$ cat config.mk
export PLATFORM = sky130hd
export DESIGN_NAME = vga_scanout
export DESIGN_NICKNAME = d
export VERILOG_FILES = /design/src/logic/render_pkg.sv /design/src/logic/vga_scanout.sv
export VERILOG_INCLUDE_DIRS = /design/src /design/src/logic
export SDC_FILE = /design/constraint.sdc
export NUM_CORES = 1
export LEC_CHECK = 0
export BUFFER_PORTS_ARGS = -buffer_cell sky130_fd_sc_hd__buf_2
export CAP_MARGIN = 20
export CORE_MARGIN = 4
export CORE_UTILIZATION = 50
export DETAILED_ROUTE_END_ITERATION = 10
export PLACE_DENSITY_LB_ADDON = 0.05
export SYNTH_ARGS = -nofsm -noshare
export SYNTH_HDL_FRONTEND = slang
export SYNTH_SLANG_ARGS = --single-unit
$ cat constraint.sdc
create_clock -name clock -period 3.8 [get_ports clock]
set_input_delay 0.57 -clock clock [delete_from_list [all_inputs] [get_ports clock]]
set_output_delay 0.57 -clock clock [all_outputs]
set_load 0.01 [all_outputs]
$ cat src/logic/render_consts.svh
`ifndef RENDER_CONSTS_SVH
`define RENDER_CONSTS_SVH

// Canvas in pixels
`define CANVAS_W        160
`define CANVAS_H        120

// Cell edge, pixels
`define CELL_PX         5

// Canvas in cells
`define GRID_W          32
`define GRID_H          24

// Maze ROM extent, top-left of the grid
`define MAZE_W          29
`define MAZE_H          13

`define PLAYER_START_X  1   // Cell column after reset
`define PLAYER_START_Y  1   // Cell row after reset

`define WALL_COLOR      12'h0ff
`define FOOD_COLOR      12'hfff
`define BLANK_COLOR     12'h000
`define FOOD_OFFSET     2   // Dot at (2,2) inside the cell

// Bit dy*5+dx set = opaque, rows bottom to top
`define PLAYER_MASK     25'b01110_01111_00111_01111_01110
`define PLAYER_COLOR    12'hff0

`endif
$ cat src/logic/render_pkg.sv
`default_nettype none

`include "render_consts.svh"

package render_pkg;

    typedef logic [11:0] color_t;      // 4:4:4 pixel
    typedef logic [14:0] pix_addr_t;   // y*160+x
    typedef logic [7:0]  canvas_x_t;
    typedef logic [6:0]  canvas_y_t;
    typedef logic [4:0]  cell_x_t;
    typedef logic [4:0]  cell_y_t;
    typedef logic [8:0]  maze_addr_t;  // cell_y*29+cell_x
    typedef logic [2:0]  offset_t;     // Pixel inside a cell
    typedef logic [1:0]  dir_t;        // 0 up, 1 left, 2 down, 3 right

    typedef enum logic [1:0] {
        S_MOVE,
        S_CELLS,
        S_SPRITE,
        S_SCAN
    } seq_state_t;

    // Cell column plus offset to pixel column
    function automatic canvas_x_t to_canvas_x(input cell_x_t cx, input offset_t off);
        return canvas_x_t'(cx) * canvas_x_t'(`CELL_PX) + canvas_x_t'(off);
    endfunction

    function automatic canvas_y_t to_canvas_y(input cell_y_t cy, input offset_t off);
        return canvas_y_t'(cy) * canvas_y_t'(`CELL_PX) + canvas_y_t'(off);
    endfunction

    // Linear frame buffer address
    function automatic pix_addr_t to_pix_addr(input canvas_x_t x, input canvas_y_t y);
        return pix_addr_t'(y) * pix_addr_t'(`CANVAS_W) + pix_addr_t'(x);
    endfunction

endpackage

`default_nettype wire

$ cat src/logic/vga_scanout.sv
`timescale 1ns/10ps
`default_nettype none

`include "render_consts.svh"

module vga_scanout (
    input  wire                    clock,
    input  wire                    resetn,
    input  wire                    start,
    input  render_pkg::color_t     rdata,
    output render_pkg::pix_addr_t  raddr,
    output render_pkg::canvas_x_t  vga_x,
    output render_pkg::canvas_y_t  vga_y,
    output render_pkg::color_t     vga_color,
    output logic                   vga_plot,
    output logic                   done
);
    import render_pkg::*;

    canvas_x_t  x_cnt;
    canvas_y_t  y_cnt;
    logic       busy;
    logic       last_pix, last_q;

    assign last_pix = busy && (x_cnt == `CANVAS_W - 1) && (y_cnt == `CANVAS_H - 1);
    assign raddr    = to_pix_addr(x_cnt, y_cnt);

    always_ff @(posedge clock) begin
        if (!resetn) begin
            busy     <= 1'b0;
            x_cnt    <= '0;
            y_cnt    <= '0;
            vga_plot <= 1'b0;
            last_q   <= 1'b0;
            done     <= 1'b0;
        end else begin
            if (start) begin
                busy  <= 1'b1;
                x_cnt <= '0;
                y_cnt <= '0;
            end else if (busy) begin
                if (x_cnt == `CANVAS_W - 1) begin
                    x_cnt <= '0;
                    if (y_cnt == `CANVAS_H - 1)
                        busy <= 1'b0;  // Raster complete
                    else
                        y_cnt <= y_cnt + 1'b1;
                end else
                    x_cnt <= x_cnt + 1'b1;
            end
            vga_plot <= busy;    // RAM data valid now
            last_q   <= last_pix;
            done     <= last_q;
        end
    end

    // Coordinates wait one cycle for the RAM
    always_ff @(posedge clock) begin
        vga_x <= x_cnt;
        vga_y <= y_cnt;
    end

    assign vga_color = rdata;

endmodule

`default_nettype wire

== After elaboration in Yosys (flattened, before gate mapping) ==
Cells that the tools add are included.
Cells by class
  bitwise operators: 2
  magnitude comparators: 0
  multiply operators: 1
  eq/ne operators: 2
  div/mod/pow operators: 0
  mux-type cells: 5
  shifts and indexed selects: 0
  add/sub/neg operators: 3
  reduce and logical (&&, ||, !) cells: 4
Operators with widths (count)
  15-bit by 8-bit adder with 15-bit output: 1
  7-bit by 3-bit multiplier with 10-bit output (second input constant): 1
  8-bit by 1-bit adder with 8-bit output (second input constant): 1
  8-bit == test (second input constant): 1
  8-bit two-way mux: 1
  7-bit by 1-bit adder with 7-bit output (second input constant): 1
  7-bit == test (second input constant): 1
  1-bit two-way mux: 4
  3-bit AND reduction: 1
  1-bit logical AND: 2
  1-bit NOT: 2
  2-bit OR reduction: 1
Word-level totals
  latch bits: 0
  memories: 0
  bits of input ports: 15
  flip-flop bits (word level): 34
  bits in read-only memories: 0
  output and inout port bits: 44
  memory bits (writable): 0
  word-level logic and storage cells: 25

== Depth between registers and ports, before layout ==
Gate-level depths: netlist of run 1.
  word-level depth: 5
  mapped depth: 7

== Worst setup path before layout of run 1 ==
Ideal clock, no wire load.
  kind: register -> output
  start point: reg y_cnt[3]
  end point: out raddr[14]
  slack: 614 ps
  arrival time: 2616 ps
  cell stages (with the launch flop): 8
  buffers on the path: 0
  path through: dfxtp_1 ha_1 ha_1 fa_1 xor2_1 o21ai_1 or4_1 o41ai_1
Between the ends
  cells in the longest elaborated chain, start to end: 2
RTL lines
  from (decl): RTL line vga_scanout.sv:21  | canvas_y_t y_cnt;
  from (signal assigned): RTL line vga_scanout.sv:47  | y_cnt <= y_cnt + 1'b1;
  7-bit by 3-bit multiplier with 10-bit output: RTL line render_pkg.sv:35  | return pix_addr_t'(y) * pix_addr_t'(`CANVAS_W) + pix_addr_t'(x);
  15-bit by 8-bit adder with 15-bit output: RTL line render_pkg.sv:35
  to (decl): RTL line vga_scanout.sv:11  | output render_pkg::pix_addr_t raddr,
No other way between the ends.

== Worst setup path in the final report of run 1 ==
Same ends and word-level chain as after synthesis.

==> metrics.md, run 1 <==
| Metric | Value |
|---|---|
| Die Footprint | `0.00451 mm^2` |
| Outcome | `finished clean` |
| Primary flip-flop cell chosen by synthesis mapping | `sky130_fd_sc_hd__dfxtp_1` |
| Post-synthesis instance area | `0.00175 mm^2` |
| CP Launch Type | `flop` |
| Total number of H-tree levels | `2` |
| Maximum number of pins on one net before global-route repair | `16` |
| Post-route ant nets | `0` |
| Slew at the pin with the worst max-slew slack | `0.916 ns` |
| Final Hold Vio Count | `0` |
| Skew-Pair Late Insertion Delay | `0.32 ns` |
| Headroom to the max-slew limit | `0.381` |
| Number of global-route vias before repair | `1268` |
| Via density | `5.42` |
| Clock slew at the register clock pins of the worst setup and hold paths | `0.10 ns` |
| Worst setup path class | `flop to primary output` |
| Total core area | `0.00336 mm^2` |
| Final std cells w/o fill | `247` |
| Crit path time final | `3.57 ns` |
| Number of ports placed on the die boundary | `59` |
| Final instance area | `0.00195 mm^2` |
| Internal power consumption | `0.000586 W` |
| Path class of the lowest-slack min-delay path | `flop to flop` |
| Clock network fraction of design power | `0.478` |
| Gp weighted congestion | `0.785` |
| Vert. Die Dim | `67.2 um` |
| # setup viols final | `0` |
| Fraction of layout instances using a drive strength above 1 | `0.249` |
| Die width | `67.2 um` |
| Dpl hpwl | `2500 um` |
| Number of buffers between clock root and the deepest sink | `2` |
| Sequential cell fraction of total power | `0.507` |
| Yosys warnings | `0` |
| CTS root buf | `sky130_fd_sc_hd__clkbuf_4` |
| Post-synthesis register bit count | `34` |
| Cts bufs inserted | `5` |
| Worst vdd ir | `0.000396 V` |
| Final nets | `232` |
| Total congestion overflow after global routing | `0` |
| Setup ws final | `0.228 ns` |
| Post-Route Skew | `0.00755 ns` |
| Worst slack, placed | `0.433 ns` |
| Logic gate share of total power | `0.015` |
| Total detailed-routing wirelength | `3370 um` |
| Number of vias after detailed routing | `1338` |
| Sequential fraction of the synthesis area | `0.389` |
| Leakage power total | `0.887 nW` |
| # rows | `21` |
| Placed cell areas | `0.00183 mm^2` |
| Drt initial violations | `78` |
| Total of max-cap violations | `0` |
| Switching component of the power | `0.000127 W` |
| Number of clock sinks seen by CTS | `34` |
| Upper clock frequency limit | `0.280 GHz` |
| Number of antenna violations at the first check in global routing | `0` |
| All-layer global routing usage | `0.168` |
| Period Utilization, post-route | `0.940` |
| Total placed cells including tap cells | `239` |
| Power density of the placed cells | `365 mW/mm^2` |
| Gate count of the mapped netlist | `179` |
| First-pass iteration count of the detailed router | `4` |
| Sort of element at the end of the critical path | `primary output` |
| Flop-to-flop setup slack | `1.73 ns` |
| Reg2Reg Depth | `5` |
| CTS Hold Bufs | `0` |
| Number of max-slew violations in the final report | `0` |
| Switch share | `0.178` |
| CP Data Required Time | `3.23 ns` |
| Count of unique library cells instantiated by Yosys | `45` |
| Arrival @ worst endpoint | `3.00 ns` |
| Syn Nets | `211` |
| Number of antenna repair diodes | `0` |
| Power after layout | `0.000713 W` |
| Post-synth ARST share | `0` |
| Post-route setup TNS | `0 ns` |
| Setup repair after global routing missed its margin | `no` |
| Number of stages on the worst hold path | `0` |
| Global-route wire length before repair | `5840 um` |
| Post-Synthesis Mean Instance Area | `9.78 um^2` |
| TritonCTS clock tree | `yes` |
| Initial standard-cell utilization of the core | `0.520` |
| Biggest fanout along the worst timing path | `9` |
| Number of synthesized flops with an enable pin | `0` |
| Area added between synthesis and finish | `11.5%` |
| Average wire per cell in the routed design | `13.7 um` |
| Number of remaining DRC errors | `0` |
| Number of buffers added on ports | `34` |
## registers in the layout (all words and copies together) (netlist names)
name	count
x_cnt	8
vga_x	8
vga_y	7
busy	1
y_cnt	7
done	1
vga_plot	1
last_q	1
## power by group through the flow
stage | combinational (W) | sequential (W) | clock, W
2_1_floorplan | 0.0000225 | 0.000368 | 0
6_report | 0.0000106 | 0.000361 | 0.000341
5_1_grt | 0.0000123 | 0.000363 | 0.000362
4_1_cts | 0.0000109 | 0.000362 | 0.000348
3_3_place_gp | 0.0000105 | 0.000370 | 0
3_5_place_dp | 0.0000107 | 0.000370 | 0
## cell usage after synthesis (2+ instances only)
library cell,n,area [um^2]
sky130_fd_sc_hd__buf_4,17,128
sky130_fd_sc_hd__nand2_1,6,22.5
sky130_fd_sc_hd__nor4_1,2,12.5
sky130_fd_sc_hd__nor3_1,7,35.0
sky130_fd_sc_hd__ha_1,15,188
sky130_fd_sc_hd__xor2_1,4,35.0
sky130_fd_sc_hd__o31ai_1,2,15.0
sky130_fd_sc_hd__nand3_1,5,25.0
sky130_fd_sc_hd__a21oi_1,11,55.1
sky130_fd_sc_hd__fa_1,2,40.0
sky130_fd_sc_hd__xnor2_1,9,78.8
sky130_fd_sc_hd__o21ai_0,8,40.0
sky130_fd_sc_hd__or3_1,4,25.0
sky130_fd_sc_hd__or4_1,4,30.0
sky130_fd_sc_hd__o21a_1,2,15.0
sky130_fd_sc_hd__inv_1,5,18.8
sky130_fd_sc_hd__nand2b_1,2,12.5
sky130_fd_sc_hd__nor2_1,12,45.0
sky130_fd_sc_hd__dfxtp_1,34,681
sky130_fd_sc_hd__and2_1,2,12.5
sky130_fd_sc_hd__nand4_1,2,12.5
## stage by stage
step,utilization,hold slack [ns]
3_3_place_gp,0.544,0.384
6_report,0.580,0.404
5_1_grt,0.580,0.422
2_1_floorplan,-,0.379
3_5_place_dp,0.544,0.392
4_1_cts,0.577,0.407
## cells by family (layout without fill, tap and decap cells)
group | Yosys count | count (layout) | synth area share
buffers and inverters | 25 | 47 | 0.0951
adders and majority gates | 17 | 17 | 0.130
AOI/OAI and AO/OA | 33 | 33 | 0.119
and+or+nand+nor | 55 | 55 | 0.184
xor gates and xnor gates | 14 | 14 | 0.0779
muxes | 1 | 1 | 0.00572
DFF | 34 | 34 | 0.389
## routing by layer
| layer | up-vias | global-route usage | part of all wire |
|---|---|---|---|
| met5 | - | 0 | 0 |
| met4 | 0 | 0.0608 | 0.026 |
| met3 | 21 | 0.0549 | 0.054 |
| met2 | 29 | 0.253 | 0.45 |
| met1 | 625 | 0.224 | 0.47 |
| li1 | 663 | - | - |
## what timing repair did
| item | in CTS | in global routing |
|---|---|---|
| setup buffers | 0 | 0 |
| endpoints found under the setup margin | 0 | 1 |
| gates resized for setup | 0 | 3 |
| endpoints found under the hold margin | 0 | 0 |
## final cells by class
type	count	area, um^2
fill	332	1410
clock inverter	2	60.1
tap	46	57.6
timing repair buffer	34	170
sequential	34	683
inverter	5	18.8
clock buffer	6	51.3
multi-input combinational	120	911
## critical path: stages, from the launching register on
cell and delay [ns]:
sky130_fd_sc_hd__dfxtp_2 0.42, sky130_fd_sc_hd__ha_1 0.26, sky130_fd_sc_hd__ha_1 0.24, sky130_fd_sc_hd__fa_1 0.46
sky130_fd_sc_hd__xor2_2 0.22, sky130_fd_sc_hd__o21ai_1 0.09, sky130_fd_sc_hd__or4_1 0.46, sky130_fd_sc_hd__o41ai_1 0.35
sky130_fd_sc_hd__buf_2 0.18
## cells in the final DEF (no fill, tap or decap), types with 3 or more instances in the layout
cell type	instances
sky130_fd_sc_hd__a21oi_1	11
sky130_fd_sc_hd__buf_2	34
sky130_fd_sc_hd__clkbuf_4	5
sky130_fd_sc_hd__dfxtp_1	32
sky130_fd_sc_hd__ha_1	15
sky130_fd_sc_hd__inv_1	5
sky130_fd_sc_hd__nand2_1	6
sky130_fd_sc_hd__nand3_1	5
sky130_fd_sc_hd__nor2_1	12
sky130_fd_sc_hd__nor3_1	7
sky130_fd_sc_hd__o21ai_0	8
sky130_fd_sc_hd__or3_1	4
sky130_fd_sc_hd__or4_1	4
sky130_fd_sc_hd__xnor2_1	9
sky130_fd_sc_hd__xor2_1	3
## worst paths after layout
check                   startpoint                     to
min          x_cnt[1]$_SDFFE_PP0P_       vga_x[1]$_DFF_P_
min reg2reg  x_cnt[1]$_SDFFE_PP0P_       vga_x[1]$_DFF_P_
max reg2reg  x_cnt[0]$_SDFFE_PP0P_  y_cnt[3]$_SDFFE_PP0P_
max          y_cnt[3]$_SDFFE_PP0P_              raddr[14]
Power figures use the tool's default switching activity.
==> run 2, diff against run 1 <==
--- a/config.mk
+++ b/config.mk
@@ -9,7 +9,7 @@
 export BUFFER_PORTS_ARGS = -buffer_cell sky130_fd_sc_hd__buf_2
 export CAP_MARGIN = 20
 export CORE_MARGIN = 4
-export CORE_UTILIZATION = 50
+export CORE_UTILIZATION = 47
 export DETAILED_ROUTE_END_ITERATION = 10
 export PLACE_DENSITY_LB_ADDON = 0.05
 export SYNTH_ARGS = -nofsm -noshare
==> metrics.md, run 2 (same netlist as run 1, synthesis figures left out) <==
| Metric | Value |
|---|---|
| Total congestion overflow after global routing | `0 (unchanged)` |
| Path class of the lowest-slack min-delay path | `flop to flop` |
| Cts bufs inserted | `5 (unchanged)` |
| Clock network fraction of design power | `0.393 (-0.085)` |
| Internal power consumption | `0.000489 W (-16%)` |
| Via density | `5.30 (-2.2%)` |
| Total detailed-routing wirelength | `3420 um (+1.3%)` |
| Crit path time final | `3.58 ns (+0.00458 ns)` |
| Post-Route Skew | `0.00359 ns (-0.00396 ns)` |
| # rows | `21 (unchanged)` |
| Post-route setup TNS | `0 ns (unchanged)` |
| Sort of element at the end of the critical path | `primary output` |
| Final nets | `232 (unchanged)` |
| Largest registers in the final layout | `vga_x x8, x_cnt x8` |
| Total core area | `0.00347 mm^2 (+3.1%)` |
| Switching component of the power | `0.000124 W (-2.2%)` |
| Delay-heaviest family, CP | `adder cells` |
| Worst vdd ir | `0.000189 V (-52%)` |
| Clock slew at the register clock pins of the worst setup and hold paths | `0.06 ns (-0.04 ns)` |
| Switch share | `0.202 (+0.0244)` |
| Total number of H-tree levels | `2 (unchanged)` |
| Worst setup path class | `flop to primary output` |
| Period Utilization, post-route | `0.941 (+0.00121)` |
| Arrival @ worst endpoint | `3.01 ns (about the same)` |
| CP Launch Type | `flop` |
| All-layer global routing usage | `0.148 (-0.0202)` |
| TritonCTS clock tree | `yes` |
| Power density of the placed cells | `320 mW/mm^2 (-12%)` |
| Count of buffer and inverter cells on the critical path | `1 (unchanged)` |
| Upper clock frequency limit | `0.280 GHz (-0.13%)` |
| Average wire per cell in the routed design | `13.9 um (+1.7%)` |
| Most common cell after layout, fill and taps aside | `sky130_fd_sc_hd__buf_2` |
| Dpl hpwl | `2540 um (+1.6%)` |
| Slew at the pin with the worst max-slew slack | `0.883 ns (-0.0335 ns)` |
| CTS root buf | `sky130_fd_sc_hd__clkbuf_8` |
| Die Footprint | `0.00476 mm^2 (+5.6%)` |
| Number of buffers between clock root and the deepest sink | `2 (unchanged)` |
| Sequential cell fraction of total power | `0.590 (+0.083)` |
| Headroom to the max-slew limit | `0.403 (+0.0226)` |
| Number of clock sinks seen by CTS | `34 (unchanged)` |
| Post-CTS Setup Repair Bufs | `0 (unchanged)` |
| Number of global-route vias before repair | `1298 (+2.4%)` |
| Number of ports placed on the die boundary | `59 (unchanged)` |
| Vert. Die Dim | `69.0 um (+2.8%)` |
| Leakage power total | `0.867 nW (-2.3%)` |
| Worst Hold Margin | `0.398 ns (-0.00612 ns)` |
| Gp weighted congestion | `0.795 (+1.3%)` |
| Setup repair after global routing missed its margin | `no` |
| Commonest non-fill, non-tap cells in the layout | `sky130_fd_sc_hd__buf_2 (34), sky130_fd_sc_hd__dfxtp_1 (33), sky130_fd_sc_hd__ha_1 (15)` |
| Post-route ant nets | `0 (unchanged)` |
| Number of buffers added on ports | `34 (unchanged)` |
| Number of antenna repair diodes | `0 (unchanged)` |
| Logic gate share of total power | `0.017 (+0.002)` |
| Die width | `69.0 um (+2.8%)` |
| Initial standard-cell utilization of the core | `0.505 (-0.0158)` |
| Area added between synthesis and finish | `9.44%` |
| CP Data Required Time | `3.23 ns (about the same)` |
| Largest stage delay on the critical path | `0.47 ns (about the same)` |
| Maximum number of pins on one net before global-route repair | `16 (unchanged)` |
| Fraction of layout instances using a drive strength above 1 | `0.230 (-0.0188)` |
| Number of max-slew violations in the final report | `0 (unchanged)` |
| Number of antenna violations at the first check in global routing | `0 (unchanged)` |
| Outcome | `finished clean` |
| Number of remaining DRC errors | `0 (unchanged)` |
| Crit-path cells | `ha_1 -> ha_1 -> fa_1 -> xor2_2 -> o21ai_1 -> or4_1 -> o41ai_1 -> buf_2` |
| Biggest fanout along the worst timing path | `7 (-2)` |
| Total of max-cap violations | `0 (unchanged)` |
| Number of vias after detailed routing | `1303 (-2.6%)` |
| Global-route wire length before repair | `5960 um (+2.0%)` |
| Final Hold Vio Count | `0 (unchanged)` |
| Cell mode on critical path | `sky130_fd_sc_hd__ha_1` |
| Skew-Pair Late Insertion Delay | `0.27 ns (-0.05 ns)` |
| First-pass iteration count of the detailed router | `4 (unchanged)` |
| Drt initial violations | `61 (-22%)` |
| Cell at the slowest stage of the critical path | `sky130_fd_sc_hd__or4_1` |
| # setup viols final | `0 (unchanged)` |
run 2: cell types whose count changed in the layout (fill, tap and decap cells not counted):
cell,previous run,this run
sky130_fd_sc_hd__dfxtp_2,2,1
sky130_fd_sc_hd__clkbuf_8,1,5
sky130_fd_sc_hd__bufinv_16,2,0
sky130_fd_sc_hd__clkbuf_1,0,2
sky130_fd_sc_hd__clkbuf_4,5,0
sky130_fd_sc_hd__dfxtp_1,32,33
run 2: metal layers:
layer,share of wire,up-vias,global-route usage
li1,-,663,-
met1,0.49,592,0.197
met2,0.42,26,0.220
met3,0.054,22,0.0422
met4,0.033,0,0.0651
met5,0,-,0
run 2: power groups by stage:
stage	clock network, W	logic, W	registers, W
finish	0.000241	0.0000107	0.000362
global route	0.000265	0.0000119	0.000362
CTS	0.000249	0.0000109	0.000362
detailed placement	0	0.0000109	0.000370
global placement	0	0.0000106	0.000370
floorplan	0	0.0000225	0.000368
run 2: area by class of cell:
cell class / instances / area [um^2]
multi-input cells: 120 / 911
flip-flops and latches: 34 / 682
well taps: 46 / 57.6
clock buffers: 7 / 76.3
inverters: 5 / 18.8
repair buffers: 34 / 170
fillers: 340 / 1550
run 2: path summary, 6_finish.rpt:
path                          from                    end  slack (ns)  cells after the start
max          y_cnt[1]$_SDFFE_PP0P_              raddr[14]        0.22                      8
min          x_cnt[1]$_SDFFE_PP0P_       vga_x[1]$_DFF_P_        0.40                      0
max reg2reg  x_cnt[0]$_SDFFE_PP0P_  y_cnt[5]$_SDFFE_PP0P_        1.70                      5
min reg2reg  x_cnt[1]$_SDFFE_PP0P_       vga_x[1]$_DFF_P_        0.40                      0
run 2: timing repair:
action / in CTS / in global routing
endpoints found under the setup margin: 0 / 1
hold buffers: 0 / 0
resized for setup: 0 / 2
run 2: worst register-to-register path: stages (launching register included):
cell and delay [ns]:
sky130_fd_sc_hd__dfxtp_1 0.41, sky130_fd_sc_hd__ha_1 0.30, sky130_fd_sc_hd__nand4bb_4 0.14, sky130_fd_sc_hd__or3_1 0.47, sky130_fd_sc_hd__or4_1 0.55, sky130_fd_sc_hd__a21oi_1 0.15
run 2: through the flow:
stage          area (um^2)  worst slack (ns)  total power, W  cells  utilization
2_1_floorplan         1750             0.614        0.000391    179            -
3_3_place_gp          1830             0.557        0.000380    239        0.528
3_5_place_dp          1830             0.410        0.000381    239        0.528
4_1_cts               1910            0.0775        0.000621    246        0.550
5_1_grt               1920            0.0141        0.000639    246        0.552
6_report              1920             0.223        0.000614    246        0.552
